[config.mk]
export PLATFORM = sky130hd
export DESIGN_NAME = atc_top
export DESIGN_NICKNAME = d
export VERILOG_FILES = /design/src/atc_pkg.sv /design/src/atc_ifs.sv /design/src/sync_fifo.sv /design/src/id_pool.sv /design/src/runway_scheduler.sv /design/src/tower_fsm.sv /design/src/atc_top.sv
export VERILOG_INCLUDE_DIRS = /design/src
export SDC_FILE = /design/constraint.sdc
export NUM_CORES = 1
export LEC_CHECK = 0
export ABC_AREA = 1
export ABC_CLOCK_PERIOD_IN_PS = 3100
export BUFFER_PORTS_ARGS = -buffer_cell sky130_fd_sc_hd__buf_2
export CAP_MARGIN = 20
export CORE_MARGIN = 2
export CORE_UTILIZATION = 40
export DETAILED_ROUTE_END_ITERATION = 6
export SYNTH_ARGS = -nofsm -noshare
export SYNTH_HDL_FRONTEND = slang
export SYNTH_SLANG_ARGS = --single-unit
[constraint.sdc]
create_clock -name clock -period 3.1 [get_ports clock]
set_input_delay 0.155 -clock clock [delete_from_list [all_inputs] [get_ports clock]]
set_output_delay 0.155 -clock clock [all_outputs]
set_load 0.005 [all_outputs]
[src/atc_settings.svh]
`ifndef ATC_SETTINGS_SVH
`define ATC_SETTINGS_SVH

// Width of an aircraft ID in the request and reply words.
`define ATC_ID_WIDTH 4

// One pool entry per possible ID, so this is two to the power of the ID width.
`define ATC_NUM_IDS 16

`define ATC_QUEUE_DEPTH 4 // Planes waiting per queue.

`define ATC_REQ_DEPTH 2 // Incoming words buffered ahead of the controller.

`endif

[src/atc_pkg.sv]
`default_nettype none
`include "atc_settings.svh"

package atc_pkg;

	// Request types that the tower understands. Anything else gets say again.
	typedef enum logic [2:0] {
		runway_req  = 3'b000,
		runway_done = 3'b001,
		id_req      = 3'b111
	} msg_type_e;

	typedef enum logic [2:0] {
		clear     = 3'b011,
		hold      = 3'b100,
		say_again = 3'b101,
		divert    = 3'b110,
		id_reply  = 3'b111
	} reply_type_e;

	typedef struct packed {
		logic [`ATC_ID_WIDTH-1:0] plane_id;
		msg_type_e msg_type;
		logic [1:0] action; // Bit 1 selects landing, bit 0 the runway.
	} request_t;

	typedef struct packed {
		logic [`ATC_ID_WIDTH-1:0] plane_id;
		reply_type_e reply_type;
		logic [1:0] action;
	} reply_t;

	typedef enum logic [2:0] {
		idle,
		decode,
		send,
		dispatch,
		send_clear
	} tower_state_e;

endpackage

`default_nettype wire

[src/atc_ifs.sv]
`timescale 1ns/100ps
`default_nettype none
`include "atc_settings.svh"

// Link between the controller and the ID pool.
interface id_pool_if;
	logic [`ATC_ID_WIDTH-1:0] query_id;
	logic query_taken;
	logic take;
	logic release_id; // Frees query_id at the next edge.
	logic [`ATC_ID_WIDTH-1:0] free_id;
	logic empty;

	modport controller (output query_id, take, release_id, input query_taken, free_id, empty);
	modport pool (input query_id, take, release_id, output query_taken, free_id, empty);
endinterface

// Link between the controller and the runway scheduler.
interface runway_if;
	logic enqueue;
	logic enqueue_landing;
	logic [`ATC_ID_WIDTH-1:0] plane_id;
	logic queue_full;
	logic vacate;
	logic vacate_runway;
	logic dispatch_ready;
	logic dispatch;
	logic [`ATC_ID_WIDTH-1:0] cleared_id; // The cleared_* signals are valid one cycle after dispatch.
	logic cleared_landing;
	logic cleared_runway;

	modport controller (
		output enqueue, enqueue_landing, plane_id, vacate, vacate_runway, dispatch,
		input queue_full, dispatch_ready, cleared_id, cleared_landing, cleared_runway
	);
	modport scheduler (
		input enqueue, enqueue_landing, plane_id, vacate, vacate_runway, dispatch,
		output queue_full, dispatch_ready, cleared_id, cleared_landing, cleared_runway
	);
endinterface

`default_nettype wire

[src/sync_fifo.sv]
`timescale 1ns/100ps
`default_nettype none

module sync_fifo #(
	parameter int WIDTH = 9,
	parameter int DEPTH = 2
) (
	input logic clock,
	input logic reset,
	input logic write,
	input logic [WIDTH-1:0] write_data,
	input logic read,
	output logic [WIDTH-1:0] read_data,
	output logic full,
	output logic empty
);
	// DEPTH is a power of two, so the pointers wrap on their own.
	localparam int PTR_WIDTH = $clog2(DEPTH);
	localparam logic [PTR_WIDTH:0] FULL_COUNT = DEPTH[PTR_WIDTH:0];

	logic [WIDTH-1:0] storage [DEPTH];
	logic [PTR_WIDTH-1:0] put_ptr;
	logic [PTR_WIDTH-1:0] get_ptr;
	logic [PTR_WIDTH:0] count;
	logic do_write;
	logic do_read;

	assign empty = (count == '0);
	assign full = (count == FULL_COUNT);
	assign do_write = write && !full; // Writes into a full buffer are lost.
	assign do_read = read && !empty;

	always_ff @(posedge clock) begin
		if (reset) begin
			put_ptr <= '0;
			get_ptr <= '0;
			count <= '0;
		end else begin
			if (do_write)
				put_ptr <= put_ptr + 1'b1;
			if (do_read)
				get_ptr <= get_ptr + 1'b1;
			if (do_write && !do_read)
				count <= count + 1'b1;
			else if (do_read && !do_write)
				count <= count - 1'b1;
		end
	end

	always_ff @(posedge clock) begin
		if (do_write)
			storage[put_ptr] <= write_data;
		if (do_read)
			read_data <= storage[get_ptr]; // Head word shows up the cycle after read.
	end
endmodule

`default_nettype wire

[src/id_pool.sv]
`timescale 1ns/100ps
`default_nettype none
`include "atc_settings.svh"

module id_pool (
	input logic clock,
	input logic reset,
	id_pool_if.pool pool
);
	logic [`ATC_NUM_IDS-1:0] taken; // One bit per aircraft ID.

	assign pool.query_taken = taken[pool.query_id];
	assign pool.empty = &taken;

	// Lowest free ID wins, since the loop runs from the top down.
	always_comb begin
		pool.free_id = '0;
		for (int i = `ATC_NUM_IDS - 1; i >= 0; i--) begin
			if (!taken[i])
				pool.free_id = i[`ATC_ID_WIDTH-1:0];
		end
	end

	always_ff @(posedge clock) begin
		if (reset)
			taken <= '0;
		else if (pool.release_id)
			taken[pool.query_id] <= 1'b0;
		else if (pool.take)
			taken[pool.free_id] <= 1'b1; // The controller never takes from an empty pool.
	end
endmodule

`default_nettype wire

[src/runway_scheduler.sv]
`timescale 1ns/100ps
`default_nettype none
`include "atc_settings.svh"

module runway_scheduler (
	input logic clock,
	input logic reset,
	runway_if.scheduler sched,
	output logic [1:0] runway_active
);
	logic takeoff_full;
	logic takeoff_empty;
	logic landing_full;
	logic landing_empty;
	logic [`ATC_ID_WIDTH-1:0] takeoff_head;
	logic [`ATC_ID_WIDTH-1:0] landing_head;
	logic [1:0] busy;
	logic [`ATC_ID_WIDTH-1:0] runway_plane [2];
	logic last_landing;
	logic pick_landing;
	logic pick_runway;
	logic fill;

	// ~~~~~~~~~~~~~~~~~~~~~~~~~~~~~~~~~~~~~~~~~~~~~~~~~~~~~~~~~~~~~~~~~~~~~
	// Plane queues
	// ~~~~~~~~~~~~~~~~~~~~~~~~~~~~~~~~~~~~~~~~~~~~~~~~~~~~~~~~~~~~~~~~~~~~~

	sync_fifo #(
		.WIDTH(`ATC_ID_WIDTH),
		.DEPTH(`ATC_QUEUE_DEPTH)
	) takeoff_queue (
		.clock(clock),
		.reset(reset),
		.write(sched.enqueue && !sched.enqueue_landing),
		.write_data(sched.plane_id),
		.read(sched.dispatch && !pick_landing),
		.read_data(takeoff_head),
		.full(takeoff_full),
		.empty(takeoff_empty)
	);

	sync_fifo #(
		.WIDTH(`ATC_ID_WIDTH),
		.DEPTH(`ATC_QUEUE_DEPTH)
	) landing_queue (
		.clock(clock),
		.reset(reset),
		.write(sched.enqueue && sched.enqueue_landing),
		.write_data(sched.plane_id),
		.read(sched.dispatch && pick_landing),
		.read_data(landing_head),
		.full(landing_full),
		.empty(landing_empty)
	);

	assign sched.queue_full = sched.enqueue_landing ? landing_full : takeoff_full;

	// ~~~~~~~~~~~~~~~~~~~~~~~~~~~~~~~~~~~~~~~~~~~~~~~~~~~~~~~~~~~~~~~~~~~~~
	// Dispatch choice and runway occupancy
	// ~~~~~~~~~~~~~~~~~~~~~~~~~~~~~~~~~~~~~~~~~~~~~~~~~~~~~~~~~~~~~~~~~~~~~

	// With both queues waiting, serve the one not popped last time.
	assign pick_landing = takeoff_empty || (!landing_empty && !last_landing);
	assign pick_runway = busy[0]; // Lowest-numbered free runway.
	assign sched.dispatch_ready = !(takeoff_empty && landing_empty) && !(&busy);
	assign sched.cleared_id = sched.cleared_landing ? landing_head : takeoff_head;
	assign runway_active = busy;

	always_ff @(posedge clock) begin
		if (reset) begin
			busy <= 2'b00;
			last_landing <= 1'b1; // Takeoff goes first after reset.
			fill <= 1'b0;
		end else begin
			fill <= sched.dispatch;
			if (sched.dispatch) begin
				busy[pick_runway] <= 1'b1;
				last_landing <= pick_landing;
			end else if (sched.vacate &&
					runway_plane[sched.vacate_runway] == sched.plane_id) begin
				busy[sched.vacate_runway] <= 1'b0;
			end
		end
	end

	// The popped ID leaves the queue a cycle after dispatch, so it is stored then.
	always_ff @(posedge clock) begin
		if (sched.dispatch) begin
			sched.cleared_landing <= pick_landing;
			sched.cleared_runway <= pick_runway;
		end
		if (fill)
			runway_plane[sched.cleared_runway] <= sched.cleared_id;
	end
endmodule

`default_nettype wire

[src/tower_fsm.sv]
`timescale 1ns/100ps
`default_nettype none

module tower_fsm (
	input logic clock,
	input logic reset,
	input logic request_empty,
	output logic request_read,
	input atc_pkg::request_t request,
	id_pool_if.controller pool,
	runway_if.controller sched,
	output logic reply_valid,
	output atc_pkg::reply_t reply_data
);
	atc_pkg::tower_state_e state;
	atc_pkg::tower_state_e next_state;
	atc_pkg::reply_t next_reply;
	logic load_reply;

	// Every request field goes straight to the pool and scheduler.
	assign pool.query_id = request.plane_id;
	assign sched.plane_id = request.plane_id;
	assign sched.enqueue_landing = request.action[1];
	assign sched.vacate_runway = request.action[0];

	assign reply_valid = (state == atc_pkg::send) || (state == atc_pkg::send_clear);

	// ~~~~~~~~~~~~~~~~~~~~~~~~~~~~~~~~~~~~~~~~~~~~~~~~~~~~~~~~~~~~~~~~~~~~~
	// Next state and strobes
	// ~~~~~~~~~~~~~~~~~~~~~~~~~~~~~~~~~~~~~~~~~~~~~~~~~~~~~~~~~~~~~~~~~~~~~

	always_comb begin
		next_state = state;
		request_read = 1'b0;
		pool.take = 1'b0;
		pool.release_id = 1'b0;
		sched.enqueue = 1'b0;
		sched.vacate = 1'b0;
		sched.dispatch = 1'b0;
		load_reply = 1'b0;
		next_reply = '{
			plane_id: request.plane_id,
			reply_type: atc_pkg::say_again,
			action: 2'b00
		};

		case (state)
			atc_pkg::idle: begin
				// Requests come before clearances.
				if (!request_empty) begin
					request_read = 1'b1;
					next_state = atc_pkg::decode;
				end else if (sched.dispatch_ready) begin
					sched.dispatch = 1'b1;
					next_state = atc_pkg::dispatch;
				end
			end

			atc_pkg::decode: begin
				case (request.msg_type)
					atc_pkg::runway_req: begin
						if (pool.query_taken) begin
							load_reply = 1'b1;
							if (sched.queue_full) begin
								next_reply.reply_type = atc_pkg::divert;
								pool.release_id = 1'b1; // A diverted plane gives its ID back.
							end else begin
								next_reply.reply_type = atc_pkg::hold;
								sched.enqueue = 1'b1;
							end
						end
					end
					atc_pkg::runway_done: begin
						if (pool.query_taken) begin
							sched.vacate = 1'b1;
							pool.release_id = 1'b1;
						end
					end
					atc_pkg::id_req: begin
						load_reply = 1'b1;
						next_reply.reply_type = atc_pkg::id_reply;
						if (pool.empty) begin
							next_reply.plane_id = '0;
							next_reply.action = 2'b11; // No ID left.
						end else begin
							next_reply.plane_id = pool.free_id;
							pool.take = 1'b1;
						end
					end
					default: load_reply = 1'b1;
				endcase
				next_state = load_reply ? atc_pkg::send : atc_pkg::idle;
			end

			atc_pkg::dispatch: begin
				load_reply = 1'b1;
				next_reply = '{
					plane_id: sched.cleared_id,
					reply_type: atc_pkg::clear,
					action: {sched.cleared_landing, sched.cleared_runway}
				};
				next_state = atc_pkg::send_clear;
			end

			default: next_state = atc_pkg::idle;
		endcase
	end

	always_ff @(posedge clock) begin
		if (reset) begin
			state <= atc_pkg::idle;
			reply_data <= '0;
		end else begin
			state <= next_state;
			if (load_reply)
				reply_data <= next_reply; // Held through send or send_clear.
		end
	end
endmodule

`default_nettype wire

[src/atc_top.sv]
`timescale 1ns/100ps
`default_nettype none
`include "atc_settings.svh"

module atc_top (
	input logic clock,
	input logic reset,
	input logic request_valid,
	input logic [8:0] request_data,
	output logic reply_valid,
	output logic [8:0] reply_data,
	output logic [1:0] runway_active
);
	atc_pkg::request_t request_word;
	logic request_read;
	logic request_empty;

	id_pool_if pool_bus ();
	runway_if runway_bus ();

	// Small buffer so a request can land while the controller is busy.
	sync_fifo #(
		.WIDTH($bits(atc_pkg::request_t)),
		.DEPTH(`ATC_REQ_DEPTH)
	) request_buffer (
		.clock(clock),
		.reset(reset),
		.write(request_valid),
		.write_data(request_data),
		.read(request_read),
		.read_data(request_word),
		.full(),
		.empty(request_empty)
	);

	id_pool pool (
		.clock(clock),
		.reset(reset),
		.pool(pool_bus.pool)
	);

	runway_scheduler scheduler (
		.clock(clock),
		.reset(reset),
		.sched(runway_bus.scheduler),
		.runway_active(runway_active)
	);

	tower_fsm controller (
		.clock(clock),
		.reset(reset),
		.request_empty(request_empty),
		.request_read(request_read),
		.request(request_word),
		.pool(pool_bus.controller),
		.sched(runway_bus.controller),
		.reply_valid(reply_valid),
		.reply_data(reply_data)
	);
endmodule

`default_nettype wire

======== Word-level counts from Yosys, hierarchy flattened ========
Memory sizes are Yosys's and may differ from the RTL's. A register that Yosys moved wholly into a read port is not among the register bits.
Index checks and enable logic that the tools add are counted.
W data, S select, Z words.
cells by class
  add/subtract/negate cells ............... 12
  $lt $le $gt $ge ......................... 8
  eq/ne operators ......................... 11
  multiplexer cells ....................... 80
  bitwise gates (word level) .............. 6
  reductions and logical operators ........ 55
operators by type and width
  cell                   number
  $mux W4                19
  $mux W1                33
  $mux W16               2
  $logic_and A1 B1 Y1    24
  $mux W2                9
  $mux W3                6
  $pmux W9 S2            1
  $logic_not A1 Y1       17
  $and A16 B16 Y16       1
  $not A16 Y16           1
  $or A16 B16 Y16        1
  $reduce_and A16 Y1     1
  $eq A3 B3 Y1 const B   4
  $logic_not A3 Y1       4
  $add A2 B1 Y2 const B  5
  $lt A4 B5 Y1 const B   2
  $reduce_bool A2 Y1     5
  $pmux W3 S3            1
  $demux W1 S4           2
  $ge A4 B1 Y1 const B   2
  $add A3 B1 Y3 const B  2
  $eq A3 B1 Y1 const B   2
  $eq A3 B2 Y1 const B   2
  $pmux W1 S2            3
  17 further kinds       23
storage, ports and cells
  register bits ........................... 52
  bits in writable memories ............... 58
  input bits .............................. 12
  output and inout bits ................... 12
  logic and storage cells ................. 195
  memories ................................ 4
memory list
  memory                           depth  width  read ports  clocked after Yosys merged registers in  write ports  RTL line                source
  request_buffer.storage           2      9      1           1                                        1            sync_fifo.sv:21         logic [WIDTH-1:0] storage [DEPTH];
  scheduler.landing_queue.storage  4      4      1           1                                        1            sync_fifo.sv:21
  scheduler.takeoff_queue.storage  4      4      1           1                                        1            sync_fifo.sv:21
  scheduler.runway_plane           2      4      1           0                                        1            runway_scheduler.sv:18  logic [`ATC_ID_WIDTH-1:0] runway_plane [2];

======== Logic depth before layout (Yosys ltp) ========
Gate-level depths: netlist of run 1.
  depth after elaboration ................. 23
  mapped depth ............................ 22
  depth with buffers taken out ............ 19

======== Hierarchy ========
A second synthesis of run 1 with hierarchy kept.
unflattened totals
  cells, all modules ...................... 715
  area total of the unflattened synthesis .. 6236.0 µm²
by module, submodules not included
  module                               times used  cells each  area an instance (µm²)  sequential area each (µm²)
  sync_fifo (scheduler.landing_queue)  1           110         1208.7                  740.7
  sync_fifo (scheduler.takeoff_queue)  1           110         1191.1                  740.7
  sync_fifo (request_buffer)           1           91          1147.4                  890.9
  id_pool                              1           172         1114.8                  320.3
  tower_fsm                            1           151         877.1                   240.2
  runway_scheduler                     1           81          696.9                   380.4

======== Worst setup path before layout of run 1 ========
No wires, ideal clock.
  path type ............................... reg2reg
  start point ............................. register request_buffer.read_data[5] (read register of request_buffer.storage)
  end point ............................... register scheduler.takeoff_queue.count[2]
  setup time .............................. 0.122 ns
  arrival time ............................ 2.709 ns
  data required time ...................... 2.978 ns
  path slack .............................. 0.269 ns
  stages on the path, launching flop included .. 23
  buffers on the path ..................... 3
  period minus slack after synthesis ...... 2.831 ns
  path through ............................ edfxtp_1 -> buf_6 -> inv_8 -> buf_12 -> nand2_2 -> nand2_1 -> nand2_1 -> nand2_1 -> nand2_1 -> nand2_1 -> inv_2 -> nand2_4 -> nand4_1 -> or2_0 -> buf_2 -> inv_1 -> ha_1 -> inv_1 -> fa_1 -> a21oi_1 -> o21ai_0 -> o21ai_0 -> a21oi_1
between the ends
  longest elaborated chain between the ends .. 10
  elaborated cells on any way between the ends .. 12
  those cells by class .................... 6 x mux; 6 x reduce/logical
ends and longest elaborated chain
  what                                  RTL line                source
  from (decl)                           sync_fifo.sv:13         output logic [WIDTH-1:0] read_data,
  $bmux W1 S4 *                         id_pool.sv:12           assign pool.query_taken = taken[pool.query_id];
  $mux W1 (implied by the code) *       id_pool.sv:12
  $mux W1 *                             tower_fsm.sv:62         if (pool.query_taken) begin
  $mux W1 *                             tower_fsm.sv:60         case (request.msg_type)
  $mux W1 *                             tower_fsm.sv:47         case (state)
  $logic_and A1 B1 Y1 *                 runway_scheduler.sv:34  .write(sched.enqueue && !sched.enqueue_landing),
  $logic_and A1 B1 Y1 *                 sync_fifo.sv:30         assign do_write = write && !full;
  net scheduler.takeoff_queue.do_write  sync_fifo.sv:25         logic do_write;
  $logic_not A1 Y1                      sync_fifo.sv:45         else if (do_read && !do_write)
  $logic_and A1 B1 Y1                   sync_fifo.sv:45
  $reduce_bool A2 Y1 (no source line)   n/a
  to (signal assigned)                  sync_fifo.sv:44         count <= count + 1'b1;
  to (signal assigned)                  sync_fifo.sv:46         count <= count - 1'b1;
  to (decl)                             sync_fifo.sv:24         logic [PTR_WIDTH:0] count;
Mark *: on every way through the listed nets, which the timed path passes. The rest lies on a longest branch. The select of a mux whose other input is x is not followed.
A chain may end at the register's enable or synchronous reset.

======== Worst setup path after layout of run 1 ========
Ends and elaborated chain as after synthesis.

==> results of run 1 <==
area by class of cell:
type | count | share of cell area, %
well taps | 184 | 3.28
repair buffers | 51 | 5.63
flip-flops and latches | 127 | 47.2
clock buffers | 25 | 8.29
inverters | 82 | 4.56
clock inverters | 7 | 1.10
multi-input cells | 397 | 30.0
per-stage QoR:
stage	cell area [µm²]	setup WS, ns
finish	7020	0.203
global placement	6180	0.259
CTS	6940	0.0367
global route	7020	0.0177
detailed placement	6180	0.0371
floorplan	5830	0.269
power by group through the flow:
stage          combinational (mW)  sequential [mW]  clock, mW
2_1_floorplan               0.901             2.32          0
3_3_place_gp                 1.23             2.38          0
3_5_place_dp                 1.27             2.38          0
4_1_cts                      1.31             2.34       2.17
5_1_grt                      1.57             2.37       2.25
6_report                     1.40             2.35       2.14
synthesized netlist by cell type, types with 2 or more instances:
cell                       instances
sky130_fd_sc_hd__a21oi_1          44
sky130_fd_sc_hd__a21oi_4           2
sky130_fd_sc_hd__a22oi_1           2
sky130_fd_sc_hd__a31oi_1          16
sky130_fd_sc_hd__buf_2             3
sky130_fd_sc_hd__buf_6             2
sky130_fd_sc_hd__clkbuf_1          9
sky130_fd_sc_hd__clkinv_1          2
sky130_fd_sc_hd__dfxtp_1          50
sky130_fd_sc_hd__edfxtp_1         77
sky130_fd_sc_hd__fa_1              2
sky130_fd_sc_hd__ha_1             11
sky130_fd_sc_hd__inv_1            75
sky130_fd_sc_hd__inv_2             4
sky130_fd_sc_hd__mux2_2            4
sky130_fd_sc_hd__mux2i_1           2
sky130_fd_sc_hd__nand2_1         122
sky130_fd_sc_hd__nand2_2           5
sky130_fd_sc_hd__nand3_1          24
sky130_fd_sc_hd__nand4_1           8
sky130_fd_sc_hd__nor2_1           54
sky130_fd_sc_hd__nor2_2            2
sky130_fd_sc_hd__nor3_1            7
sky130_fd_sc_hd__o211ai_1          2
sky130_fd_sc_hd__o21ai_0          58
sky130_fd_sc_hd__o21ai_1           4
sky130_fd_sc_hd__o22ai_1          10
sky130_fd_sc_hd__or2_0             2
sky130_fd_sc_hd__xor2_1            3
worst register-to-register path, delay by kind of cell, from the launching register on:
family	cells	cell delay, ns
AND/OR/NAND/NOR	9	0.88
buffers and inverters	5	0.43
AO/OA/AOI/OAI	4	0.49
flip-flops	1	0.45
adder cells (fa/ha/maj)	2	0.52
kinds of logic (layout without fill, tap and decap cells):
kind of cell | count (synthesis) | count (layout) | share of synthesized area (%)
DFF | 127 | 127 | 56.8
adders and majority gates | 13 | 13 | 3.05
buffers and inverters | 100 | 165 | 7.26
muxes | 6 | 6 | 1.12
AOI/OAI and AO/OA | 145 | 145 | 14.3
xor gates and xnor gates | 3 | 3 | 0.451
and+or+nand+nor | 230 | 230 | 17.0
registers in the layout, indices dropped and copies added (netlist names), 3 cells and up:
register                           cells
scheduler.takeoff_queue.storage       16
controller.reply_data                  9
pool.taken                            16
scheduler.landing_queue.storage       16
request_buffer.read_data               9
scheduler.takeoff_queue.read_data      4
scheduler.landing_queue.count          3
scheduler.runway_plane                 8
controller.state                       3
request_buffer.storage                18
scheduler.takeoff_queue.count          3
scheduler.landing_queue.read_data      4
how the worst max path moves through the flow:
| stage | startpoint | endpoint | slack (ns) | depth (start not counted) |
|---|---|---|---|---|
| finish | request_buffer.read_data[5]$_DFFE_PP_ | scheduler.takeoff_queue.count[2]$_SDFFE_PP0P_ | 0.20 | 20 |
| CTS | request_buffer.read_data[5]$_DFFE_PP_ | scheduler.takeoff_queue.count[2]$_SDFFE_PP0P_ | 0.04 | 20 |
| global placement | request_buffer.read_data[5]$_DFFE_PP_ | scheduler.takeoff_queue.count[2]$_SDFFE_PP0P_ | 0.26 | 20 |
| floorplan | request_buffer.read_data[5]$_DFFE_PP_ | scheduler.takeoff_queue.count[2]$_SDFFE_PP0P_ | 0.27 | 22 |
| detailed placement | request_buffer.read_data[7]$_DFFE_PP_ | scheduler.takeoff_queue.count[2]$_SDFFE_PP0P_ | 0.04 | 16 |
| global route | request_buffer.read_data[5]$_DFFE_PP_ | scheduler.takeoff_queue.count[2]$_SDFFE_PP0P_ | 0.02 | 20 |
metal layers:
layer / vias up / global-route usage, %
li1: 2222 / -
met1: 2134 / 22.5
met2: 135 / 30.2
met3: 14 / 4.51
met4: 0 / 6.21
met5: - / 0
timing repair:
| action | in CTS | in global routing |
|---|---|---|
| hold buffers | 9 | 0 |
| setup endpoints to repair | 1 | 2 |
| pin swaps | 0 | 4 |
| buffers inserted | 2 | 2 |
| endpoints found under the hold margin | 18 | 0 |
| gates resized for setup | 1 | 11 |
| cloned | 0 | 2 |
==> impl_metrics.prom, run 1 <==
# TYPE chip_impl_metric gauge
chip_impl_metric{name="design.core.area",unit="mm²"} 0.0144
chip_impl_metric{name="wl_met3",unit="µm"} 638
chip_impl_info{name="worst_hold_path_type",value="in -> reg"} 1
chip_impl_info{name="crit_path_start_kind",value="flop"} 1
chip_impl_metric{name="highest_clock_rate",unit="MHz"} 345
chip_impl_metric{name="clk_latency",unit="ns"} 0.42
chip_impl_metric{name="clock_buffer_count_from_cts",unit=""} 17
chip_impl_metric{name="postRouteAntennaNets",unit=""} 0
chip_impl_metric{name="maximum_level_of_the_cts_h_tree",unit=""} 4
chip_impl_metric{name="dr_total_vias",unit=""} 4505
chip_impl_metric{name="ctsLongestPathBuffers",unit=""} 2
chip_impl_metric{name="initial_utilization",unit="%"} 40.6
chip_impl_metric{name="clock_power_share",unit="%"} 36.4
chip_impl_metric{name="power.internal",unit="mW"} 4.03
chip_impl_metric{name="drc_viols",unit=""} 0
chip_impl_metric{name="post_synth.cell_area_avg",unit="µm²"} 9.34
chip_impl_metric{name="dieWidth",unit="µm"} 125
chip_impl_metric{name="finalMaxSlewViolations",unit=""} 0
chip_impl_info{name="dominant_register_cell_in_the_synthesized_netlist",value="sky130_fd_sc_hd__edfxtp_1"} 1
chip_impl_metric{name="hold_viol",unit=""} 0
chip_impl_metric{name="leakage",unit="nW"} 2.77
chip_impl_metric{name="drtPass1Iterations",unit=""} 5
chip_impl_info{name="grt_setup_unrepaired",value="no"} 1
chip_impl_info{name="critical_path.most_common_cell",value="sky130_fd_sc_hd__nand2_1"} 1
chip_impl_metric{name="detail_routed_via_count_per_cell",unit=""} 5.16
chip_impl_metric{name="crit_arrival",unit="ns"} 3.20
chip_impl_metric{name="synth-edff-count",unit=""} 77
chip_impl_metric{name="synthesis.yosys.warnings",unit=""} 0
chip_impl_info{name="timing.critical_path.max_delay_family",value="simple AND/OR/NAND/NOR gates"} 1
chip_impl_metric{name="grtUsageTotal",unit="%"} 17.9
chip_impl_metric{name="area_occupied_by_multi_input_gates",unit="mm²"} 0.00210
chip_impl_info{name="route.top_layer_used",value="met4"} 1
chip_impl_info{name="reg2reg_to",value="scheduler.takeoff_queue.count[2]$_SDFFE_PP0P_"} 1
chip_impl_metric{name="io-pin-count",unit=""} 24
chip_impl_metric{name="setup_tns",unit="ns"} 0
chip_impl_metric{name="finalSetupViolCount",unit=""} 0
chip_impl_metric{name="first_pass_grt_wire_length",unit="µm"} 21800
chip_impl_metric{name="finalPower",unit="mW"} 5.89
chip_impl_metric{name="cellPowerDensity",unit="mW/mm²"} 838
chip_impl_info{name="cts_tree",value="yes"} 1
chip_impl_metric{name="synth_fp_nets",unit=""} 649
chip_impl_metric{name="worst-path-buf-inv",unit=""} 5
chip_impl_metric{name="antennaDiodeCount",unit=""} 0
chip_impl_metric{name="finalWorstPathRequiredPeriod",unit="ns"} 2.90
chip_impl_metric{name="antenna_found_initial",unit=""} 0
chip_impl_metric{name="first_iter_violations",unit=""} 399
chip_impl_metric{name="place.detailed.instances",unit=""} 826
chip_impl_metric{name="seqCellArea",unit="mm²"} 0.00331
chip_impl_metric{name="cp_max_fo",unit=""} 14
chip_impl_metric{name="p_switching",unit="mW"} 1.85
chip_impl_metric{name="seq_area_frac_synth",unit="%"} 56.8
chip_impl_metric{name="final_min_period_over_clock_period",unit="%"} 93.4
chip_impl_metric{name="cp.required",unit="ns"} 3.40
chip_impl_info{name="holdPathEnd",value="request_buffer.count[0]$_SDFFE_PP0P_"} 1
chip_impl_metric{name="clk_pin_slew",unit="ns"} 0.06
chip_impl_info{name="mostFrequentLayoutCell",value="sky130_fd_sc_hd__nand2_1"} 1
chip_impl_info{name="min_from",value="reset"} 1
chip_impl_metric{name="critical_path.max_stage_delay",unit="ns"} 0.45
chip_impl_info{name="cp-end-kind",value="flop"} 1
chip_impl_metric{name="synth.top_cell.area_share",unit="%"} 39.7
chip_impl_metric{name="whs",unit="ns"} 0.129
chip_impl_metric{name="async_flop_share",unit="%"} 0
chip_impl_metric{name="fin_skew",unit="ns"} 0.00618
chip_impl_metric{name="io_buffer_count",unit=""} 23
chip_impl_metric{name="peakVddDrop",unit="mV"} 0.461
chip_impl_metric{name="netlist_area",unit="mm²"} 0.00583
chip_impl_metric{name="rrSetupSlack",unit="ns"} 0.20
chip_impl_metric{name="die_h",unit="µm"} 125
chip_impl_info{name="worst_r2r_src",value="request_buffer.read_data[5]$_DFFE_PP_"} 1
chip_impl_info{name="synthTopCellsByArea",value="sky130_fd_sc_hd__edfxtp_1, sky130_fd_sc_hd__dfxtp_1, sky130_fd_sc_hd__nand2_1"} 1
chip_impl_metric{name="final.fill_count",unit=""} 1298
chip_impl_metric{name="grt_start_max_net_pins",unit=""} 37
chip_impl_metric{name="clock_sink_count",unit=""} 127
chip_impl_info{name="clock_tree_root",value="sky130_fd_sc_hd__clkbuf_16"} 1
chip_impl_metric{name="first_global_vias",unit=""} 4366
chip_impl_metric{name="worstMarginPinSlew",unit="ns"} 0.804
chip_impl_metric{name="grt_overflow",unit=""} 0
chip_impl_metric{name="finish.cell_count_without_fillers",unit=""} 873
chip_impl_metric{name="drt-wirelength-per-cell",unit="µm"} 15.5
chip_impl_metric{name="synthDistinctLibCells",unit=""} 47
chip_impl_metric{name="num-nets-final",unit=""} 701
chip_impl_info{name="synth_top_area_cell",value="sky130_fd_sc_hd__edfxtp_1"} 1
chip_impl_metric{name="min_delay_path_depth",unit=""} 2
chip_impl_metric{name="wirelength",unit="µm"} 13500
chip_impl_info{name="layout.cells.most_common_list",value="sky130_fd_sc_hd__nand2_1, sky130_fd_sc_hd__edfxtp_1, sky130_fd_sc_hd__inv_1"} 1
chip_impl_metric{name="synth_seq_cells",unit=""} 127
chip_impl_metric{name="cap_violations",unit=""} 0
chip_impl_metric{name="ff2ff_path_depth",unit=""} 20
chip_impl_metric{name="fin_util",unit="%"} 48.9
chip_impl_info{name="critical_path_class",value="reg -> reg"} 1
chip_impl_metric{name="globalplace.congestion",unit=""} 0.887
chip_impl_metric{name="fp-row-count",unit=""} 44
chip_impl_metric{name="dr_wl_met2",unit="µm"} 6610
chip_impl_info{name="crit_path_top_delay_cell",value="sky130_fd_sc_hd__edfxtp_1"} 1
chip_impl_metric{name="p_comb_share",unit="%"} 23.7
chip_impl_metric{name="die_area",unit="mm²"} 0.0156
chip_impl_metric{name="hpwlAfterDp",unit="µm"} 9270
chip_impl_metric{name="sequentialPowerShare",unit="%"} 39.9
chip_impl_metric{name="layout-area-overhead-vs-synth",unit="%"} 20.5
chip_impl_metric{name="post_synthesis_cell_count",unit=""} 624
chip_impl_metric{name="length_of_routed_wiring_on_met1",unit="µm"} 6120
chip_impl_metric{name="relSlewSlack",unit="%"} 46.2
chip_impl_info{name="status",value="complete, no violations"} 1
chip_impl_metric{name="post_route_cells_drive_above_1_share",unit="%"} 14.9
chip_impl_info{name="timing.critical_path.cells",value="buf_12, clkinv_8, nand2_1, nand2_1, nand2_1, nand2_1, nand2_1, nand2_1, inv_2, nand2_4, nand4_1, or2_1, inv_1, ha_2, inv_2, fa_2, a21oi_2, o21ai_1, o21ai_1, a21oi_1"} 1
chip_impl_metric{name="swShare",unit="%"} 31.5
(Power assumes the default switching activity.)
==> run 2: changes to the inputs <==
--- a/config.mk
+++ b/config.mk
@@ -9,3 +9,3 @@
 export ABC_AREA = 1
-export ABC_CLOCK_PERIOD_IN_PS = 3100
+export ABC_CLOCK_PERIOD_IN_PS = 2950
 export BUFFER_PORTS_ARGS = -buffer_cell sky130_fd_sc_hd__buf_2
==> constraint.sdc (replaced) <==
create_clock -name clock -period 2.95 [get_ports clock]
set_input_delay 0.1475 -clock clock [delete_from_list [all_inputs] [get_ports clock]]
set_output_delay 0.1475 -clock clock [all_outputs]
set_load 0.01 [all_outputs]
==> impl_metrics.prom, run 2 (synthesis gave the netlist of run 1 again) <==
# TYPE chip_impl_metric gauge
chip_impl_info{name="status",value="complete, no violations"} 1
chip_impl_metric{name="dr_total_vias",unit=""} 4478
chip_impl_metric{name="initial_utilization",unit="%"} 40.6
chip_impl_info{name="mostFrequentLayoutCell",value="sky130_fd_sc_hd__nand2_1"} 1
chip_impl_metric{name="cap_violations",unit=""} 0
chip_impl_metric{name="clock_buffer_count_from_cts",unit=""} 17
chip_impl_metric{name="first_iter_violations",unit=""} 527
chip_impl_info{name="holdPathEnd",value="controller.state[2]$_SDFFE_PP0P_"} 1
chip_impl_metric{name="postRouteAntennaNets",unit=""} 0
chip_impl_metric{name="first_global_vias",unit=""} 4273
chip_impl_info{name="worst_hold_path_type",value="in -> reg"} 1
chip_impl_metric{name="die_area",unit="mm²"} 0.0156
chip_impl_metric{name="crit_arrival",unit="ns"} 3.07
chip_impl_info{name="critical_path.most_common_cell",value="sky130_fd_sc_hd__nand2_1"} 1
chip_impl_metric{name="worstMarginPinSlew",unit="ns"} 0.786
chip_impl_metric{name="fp-row-count",unit=""} 44
chip_impl_metric{name="cp_max_fo",unit=""} 8
chip_impl_metric{name="drc_viols",unit=""} 0
chip_impl_metric{name="post_route_cells_drive_above_1_share",unit="%"} 16.6
chip_impl_metric{name="grt_overflow",unit=""} 0
chip_impl_metric{name="relSlewSlack",unit="%"} 47.4
chip_impl_metric{name="ctsLongestPathBuffers",unit=""} 2
chip_impl_metric{name="cellPowerDensity",unit="mW/mm²"} 851
chip_impl_metric{name="drt-wirelength-per-cell",unit="µm"} 14.9
chip_impl_metric{name="clock_sink_count",unit=""} 127
chip_impl_metric{name="rrSetupSlack",unit="ns"} 0.18
chip_impl_metric{name="cp.required",unit="ns"} 3.26
chip_impl_metric{name="dieWidth",unit="µm"} 125
chip_impl_info{name="reg2reg_to",value="scheduler.takeoff_queue.count[2]$_SDFFE_PP0P_"} 1
chip_impl_metric{name="num-nets-final",unit=""} 709
chip_impl_metric{name="finalSetupViolCount",unit=""} 0
chip_impl_info{name="critical_path_class",value="reg -> reg"} 1
chip_impl_metric{name="highest_clock_rate",unit="MHz"} 361
chip_impl_metric{name="place_ws",unit="ns"} -0.0200
chip_impl_metric{name="first_pass_grt_wire_length",unit="µm"} 21300
chip_impl_metric{name="final.fill_count",unit=""} 1322
chip_impl_metric{name="leakage",unit="nW"} 2.76
chip_impl_info{name="crit_path_start_kind",value="flop"} 1
chip_impl_info{name="timing.critical_path.max_delay_family",value="simple AND/OR/NAND/NOR gates"} 1
chip_impl_metric{name="io_buffer_count",unit=""} 23
chip_impl_metric{name="drtPass1Iterations",unit=""} 5
chip_impl_metric{name="min_delay_path_depth",unit=""} 2
chip_impl_metric{name="ff2ff_path_depth",unit=""} 20
chip_impl_info{name="timing.critical_path.cells",value="buf_12, buf_12, nand2_1, nand2_1, nand2_1, nand2_1, nand2_1, nand2_1, inv_2, nand2_4, nand4_1, or2_1, inv_1, ha_2, inv_2, fa_2, a21oi_2, o21ai_2, o21ai_1, a21oi_1"} 1
chip_impl_metric{name="grtUsageTotal",unit="%"} 17.5
chip_impl_metric{name="fin_skew",unit="ns"} 0.00808
chip_impl_metric{name="antenna_found_initial",unit=""} 0
chip_impl_metric{name="peakVddDrop",unit="mV"} 0.450
chip_impl_info{name="clock_tree_root",value="sky130_fd_sc_hd__clkbuf_16"} 1
chip_impl_metric{name="setup_ws",unit="ns"} 0.182
chip_impl_metric{name="hpwlAfterDp",unit="µm"} 9140
chip_impl_info{name="largest_register",value="request_buffer.storage"} 1
chip_impl_metric{name="antennaDiodeCount",unit=""} 0
chip_impl_info{name="worst_r2r_src",value="request_buffer.read_data[5]$_DFFE_PP_"} 1
chip_impl_metric{name="clk_pin_slew",unit="ns"} 0.06
chip_impl_metric{name="die_h",unit="µm"} 125
chip_impl_metric{name="finalWorstPathRequiredPeriod",unit="ns"} 2.77
chip_impl_metric{name="io-pin-count",unit=""} 24
chip_impl_metric{name="fin_util",unit="%"} 48.8
chip_impl_metric{name="wirelength",unit="µm"} 13100
chip_impl_metric{name="clk_latency",unit="ns"} 0.42
chip_impl_info{name="crit_path_top_delay_cell",value="sky130_fd_sc_hd__edfxtp_1"} 1
chip_impl_metric{name="final_min_period_over_clock_period",unit="%"} 93.8
chip_impl_metric{name="layout-area-overhead-vs-synth",unit="%"} 20.3
chip_impl_metric{name="hold_viol",unit=""} 0
chip_impl_info{name="layout.cells.most_common_list",value="sky130_fd_sc_hd__nand2_1, sky130_fd_sc_hd__edfxtp_1, sky130_fd_sc_hd__inv_1"} 1
chip_impl_metric{name="maximum_level_of_the_cts_h_tree",unit=""} 4
chip_impl_metric{name="detail_routed_via_count_per_cell",unit=""} 5.08
chip_impl_info{name="cp-end-kind",value="flop"} 1
chip_impl_metric{name="largest_reg_flops",unit=""} 18
chip_impl_metric{name="grt_start_max_net_pins",unit=""} 23
chip_impl_metric{name="critical_path.max_stage_delay",unit="ns"} 0.40
chip_impl_metric{name="worst-path-buf-inv",unit=""} 5
chip_impl_info{name="worstSetupStartpoint",value="request_buffer.read_data[5]$_DFFE_PP_"} 1
chip_impl_metric{name="globalplace.congestion",unit=""} 0.892
chip_impl_info{name="min_from",value="reset"} 1
chip_impl_info{name="cts_tree",value="yes"} 1
chip_impl_metric{name="finalMaxSlewViolations",unit=""} 0
chip_impl_metric{name="design.core.area",unit="mm²"} 0.0144
[run 2: changes by cell type in the layout (fill, tap and decap cells not counted), sizes merged]
cell / previous run / this run
inv: 82 / 83
clkbuf: 27 / 18
clkinv: 6 / 8
buf: 40 / 48
clkinvlp: 0 / 5
bufbuf: 0 / 1
[run 2: how the worst max path moves through the flow]
stage                                                     to  depth (start not counted)
6_report       scheduler.takeoff_queue.count[2]$_SDFFE_PP0P_                         20
3_5_place_dp   scheduler.takeoff_queue.count[2]$_SDFFE_PP0P_                         20
5_1_grt        scheduler.takeoff_queue.count[2]$_SDFFE_PP0P_                         20
3_3_place_gp   scheduler.landing_queue.count[2]$_SDFFE_PP0P_                         20
4_1_cts        scheduler.takeoff_queue.count[2]$_SDFFE_PP0P_                         20
2_1_floorplan  scheduler.takeoff_queue.count[2]$_SDFFE_PP0P_                         22
[run 2: report_power, final]
| part | total, mW | internal (mW) | switching (mW) |
|---|---|---|---|
| combinational | 1.57 | 0.599 | 0.967 |
| sequential | 2.46 | 2.25 | 0.212 |
| clock | 1.94 | 1.15 | 0.783 |
| total | 5.96 | 4.00 | 1.96 |
[run 2: cell type report]
| type | count | area (µm²) | area share, % |
|---|---|---|---|
| Multi-Input combinational cell | 397 | 2120 | 30.3 |
| Clock inverter | 14 | 119 | 1.70 |
| Timing Repair inverter | 1 | 8.76 | 0.125 |
| Timing Repair Buffer | 58 | 467 | 6.66 |
| Tap cell | 184 | 230 | 3.28 |
| Inverter | 82 | 320 | 4.57 |
| Clock buffer | 18 | 429 | 6.12 |
| Sequential cell | 127 | 3310 | 47.3 |
[run 2: per-layer routing]
metal  track usage (%)  wire length, µm
met1              22.9             6080
met2              27.7             6070
met3              3.99              607
met4              7.93              340
met5                 0                0
[run 2: through the flow]
stage | hold WS, ns | instance area [µm²] | instances | power (mW) | setup TNS, ns
after global placement | 0.336 | 6190 | 828 | 3.82 | 0
after detailed placement | 0.339 | 6190 | 828 | 3.85 | -0.0200
after floorplan | 0.228 | 5830 | 624 | 3.40 | 0
after global routing | 0.121 | 7010 | 881 | 6.29 | -0.0109
final | 0.120 | 7010 | 881 | 5.96 | 0
after CTS | 0.119 | 6880 | 872 | 5.86 | 0
[run 2: repair_timing]
| action | 4_1_cts | 5_1_grt |
|---|---|---|
| endpoints found under the setup margin | 2 | 2 |
| endpoints found under the hold margin | 18 | 0 |
| buffers inserted | 2 | 8 |
| cloned | 1 | 1 |
| gates resized for setup | 4 | 16 |
| hold buffers | 9 | 0 |
| pin swaps | 1 | 10 |
==> run 3: changes to the inputs <==
Settings changed: CTS_BUF_LIST from default to sky130_fd_sc_hd__clkbuf_4.
==> impl_metrics.prom, run 3 (synthesis gave the netlist of run 1 again) <==
# TYPE chip_impl_metric gauge
chip_impl_metric{name="hold_viol",unit=""} 0
chip_impl_metric{name="ctsLongestPathBuffers",unit=""} 2
chip_impl_metric{name="io_buffer_count",unit=""} 23
chip_impl_metric{name="leakage",unit="nW"} 2.62
chip_impl_metric{name="p_switching",unit="mW"} 1.84
chip_impl_metric{name="power.internal",unit="mW"} 3.24
chip_impl_metric{name="io-pin-count",unit=""} 24
chip_impl_metric{name="finalMaxSlewViolations",unit=""} 0
chip_impl_info{name="layout.cells.most_common_list",value="sky130_fd_sc_hd__nand2_1, sky130_fd_sc_hd__edfxtp_1, sky130_fd_sc_hd__inv_1"} 1
chip_impl_metric{name="seqCellArea",unit="mm²"} 0.00331
chip_impl_metric{name="dr_total_vias",unit=""} 4503
chip_impl_metric{name="final_min_period_over_clock_period",unit="%"} 93.5
chip_impl_info{name="status",value="complete, no violations"} 1
chip_impl_metric{name="die_area",unit="mm²"} 0.0156
chip_impl_metric{name="initial_utilization",unit="%"} 40.6
chip_impl_metric{name="final.fill_count",unit=""} 1363
chip_impl_metric{name="p_comb_share",unit="%"} 30.0
chip_impl_metric{name="finalSetupViolCount",unit=""} 0
chip_impl_metric{name="sequentialPowerShare",unit="%"} 48.5
chip_impl_metric{name="clk_latency",unit="ns"} 0.54
chip_impl_metric{name="cap_violations",unit=""} 0
chip_impl_info{name="critical_path_class",value="reg -> reg"} 1
chip_impl_metric{name="crit_arrival",unit="ns"} 3.20
chip_impl_metric{name="clock_sink_count",unit=""} 127
chip_impl_metric{name="num-nets-final",unit=""} 708
chip_impl_metric{name="worstMarginPinSlew",unit="ns"} 0.791
chip_impl_metric{name="layout-area-overhead-vs-synth",unit="%"} 14.9
chip_impl_metric{name="relSlewSlack",unit="%"} 47.1
chip_impl_metric{name="die_h",unit="µm"} 125
chip_impl_metric{name="globalplace.congestion",unit=""} 0.892
chip_impl_metric{name="first_global_vias",unit=""} 4264
chip_impl_info{name="largest_register",value="request_buffer.storage"} 1
chip_impl_metric{name="antenna_found_initial",unit=""} 0
chip_impl_metric{name="first_pass_grt_wire_length",unit="µm"} 21200
chip_impl_metric{name="drtPass1Iterations",unit=""} 5
chip_impl_metric{name="detail_routed_via_count_per_cell",unit=""} 5.12
chip_impl_metric{name="cp.required",unit="ns"} 3.39
chip_impl_metric{name="first_iter_violations",unit=""} 453
chip_impl_metric{name="clk_pin_slew",unit="ns"} 0.11
chip_impl_metric{name="cp_max_fo",unit=""} 8
chip_impl_metric{name="clock_power_share",unit="%"} 21.5
chip_impl_metric{name="peakVddDrop",unit="mV"} 0.442
chip_impl_metric{name="maximum_level_of_the_cts_h_tree",unit=""} 4
chip_impl_metric{name="whs",unit="ns"} 0.147
chip_impl_metric{name="design.core.area",unit="mm²"} 0.0144
chip_impl_metric{name="finalWorstPathRequiredPeriod",unit="ns"} 2.76
chip_impl_metric{name="fin_util",unit="%"} 46.6
chip_impl_info{name="cp-end-kind",value="flop"} 1
chip_impl_info{name="worst_hold_path_type",value="in -> reg"} 1
chip_impl_metric{name="area_occupied_by_multi_input_gates",unit="mm²"} 0.00212
chip_impl_info{name="crit_path_start_kind",value="flop"} 1
chip_impl_info{name="mostFrequentLayoutCell",value="sky130_fd_sc_hd__nand2_1"} 1
chip_impl_metric{name="hpwlAfterDp",unit="µm"} 9140
chip_impl_metric{name="fin_skew",unit="ns"} 0.0196
chip_impl_info{name="clock_tree_root",value="sky130_fd_sc_hd__clkbuf_4"} 1
chip_impl_metric{name="grt_overflow",unit=""} 0
chip_impl_metric{name="largest_reg_flops",unit=""} 18
chip_impl_metric{name="cellPowerDensity",unit="mW/mm²"} 759
chip_impl_metric{name="highest_clock_rate",unit="MHz"} 363
chip_impl_metric{name="grtUsageTotal",unit="%"} 17.5
chip_impl_metric{name="fp-row-count",unit=""} 44
chip_impl_metric{name="wirelength",unit="µm"} 12900
chip_impl_metric{name="grt_start_max_net_pins",unit=""} 23
chip_impl_metric{name="postRouteAntennaNets",unit=""} 0
chip_impl_metric{name="drt-wirelength-per-cell",unit="µm"} 14.7
chip_impl_metric{name="dieWidth",unit="µm"} 125
chip_impl_info{name="cts_tree",value="yes"} 1
chip_impl_metric{name="swShare",unit="%"} 36.2
chip_impl_metric{name="clock_buffer_count_from_cts",unit=""} 17
chip_impl_metric{name="post_route_cells_drive_above_1_share",unit="%"} 16.4
chip_impl_metric{name="drc_viols",unit=""} 0
chip_impl_metric{name="antennaDiodeCount",unit=""} 0
[run 3: final cells by class]
class / instances / share of cell area, %
Multi-Input combinational cell: 397 / 31.7
Tap cell: 184 / 3.44
Clock inverter: 14 / 1.78
Timing Repair Buffer: 57 / 6.71
Inverter: 82 / 4.78
Timing Repair inverter: 1 / 0.131
Sequential cell: 127 / 49.5
Clock buffer: 18 / 2.02
[run 3: timing repair]
action                                  4_1_cts  5_1_grt
setup buffers                                 2        6
gates resized for setup                       4       15
hold buffers                                 10        0
endpoints found under the setup margin        2        3
pin swaps                                     1       10
cloned                                        1        1
hold endpoints to repair                     23        0
[run 3: per-layer routing]
| metal | vias up | GRT usage [%] | wire length, µm |
|---|---|---|---|
| met4 | 0 | 8.59 | 387 |
| met3 | 36 | 4.17 | 657 |
| met2 | 137 | 27.6 | 5930 |
| li1 | 2249 | - | - |
| met1 | 2081 | 22.5 | 5930 |
| met5 | - | 0 | 0 |
[run 3: path summary, 6_finish.rpt]
check                                         from                                       endpoint  slack [ns]  cells past startpoint
min reg2reg    scheduler.last_landing$_SDFFE_PP1P_            scheduler.last_landing$_SDFFE_PP1P_        0.50                      2
min                                  request_valid            request_buffer.put_ptr$_SDFFE_PP0P_        0.15                      5
max          request_buffer.read_data[5]$_DFFE_PP_  scheduler.takeoff_queue.count[2]$_SDFFE_PP0P_        0.19                     20
max reg2reg  request_buffer.read_data[5]$_DFFE_PP_  scheduler.takeoff_queue.count[2]$_SDFFE_PP0P_        0.19                     20
[run 3: power by group through the flow]
stage	registers (mW)	logic [mW]	clock network (mW)
2_1_floorplan	2.45	0.948	0
3_3_place_gp	2.49	1.33	0
3_5_place_dp	2.50	1.35	0
4_1_cts	2.46	1.43	1.13
5_1_grt	2.49	1.71	1.21
6_report	2.46	1.53	1.09
[run 3: critical path, cell delays in order (launching register included)]
cell and delay, ns:
sky130_fd_sc_hd__edfxtp_1 0.41, sky130_fd_sc_hd__buf_12 0.17, sky130_fd_sc_hd__buf_12 0.13, sky130_fd_sc_hd__nand2_1 0.05, sky130_fd_sc_hd__nand2_1 0.07, sky130_fd_sc_hd__nand2_1 0.04
sky130_fd_sc_hd__nand2_1 0.07, sky130_fd_sc_hd__nand2_1 0.04, sky130_fd_sc_hd__nand2_1 0.07, sky130_fd_sc_hd__inv_2 0.04, sky130_fd_sc_hd__nand2_4 0.06, sky130_fd_sc_hd__nand4_1 0.14
sky130_fd_sc_hd__or2_1 0.29, sky130_fd_sc_hd__inv_1 0.08, sky130_fd_sc_hd__ha_2 0.17, sky130_fd_sc_hd__inv_2 0.06, sky130_fd_sc_hd__fa_2 0.36, sky130_fd_sc_hd__a21oi_2 0.14
sky130_fd_sc_hd__o21ai_2 0.07, sky130_fd_sc_hd__o21ai_1 0.14, sky130_fd_sc_hd__a21oi_1 0.05
[run 3: metrics by stage]
stage	std cells	instance area [µm²]	setup WS (ns)	power [mW]	TNS [ns]
finish	880	6700	0.192	5.08	0
floorplan	624	5830	0.119	3.40	0
detailed placement	828	6190	-0.0200	3.85	-0.0200
CTS	873	6590	0.00230	5.01	0
global route	880	6700	-0.0241	5.41	-0.0241
global placement	828	6190	0.128	3.82	0
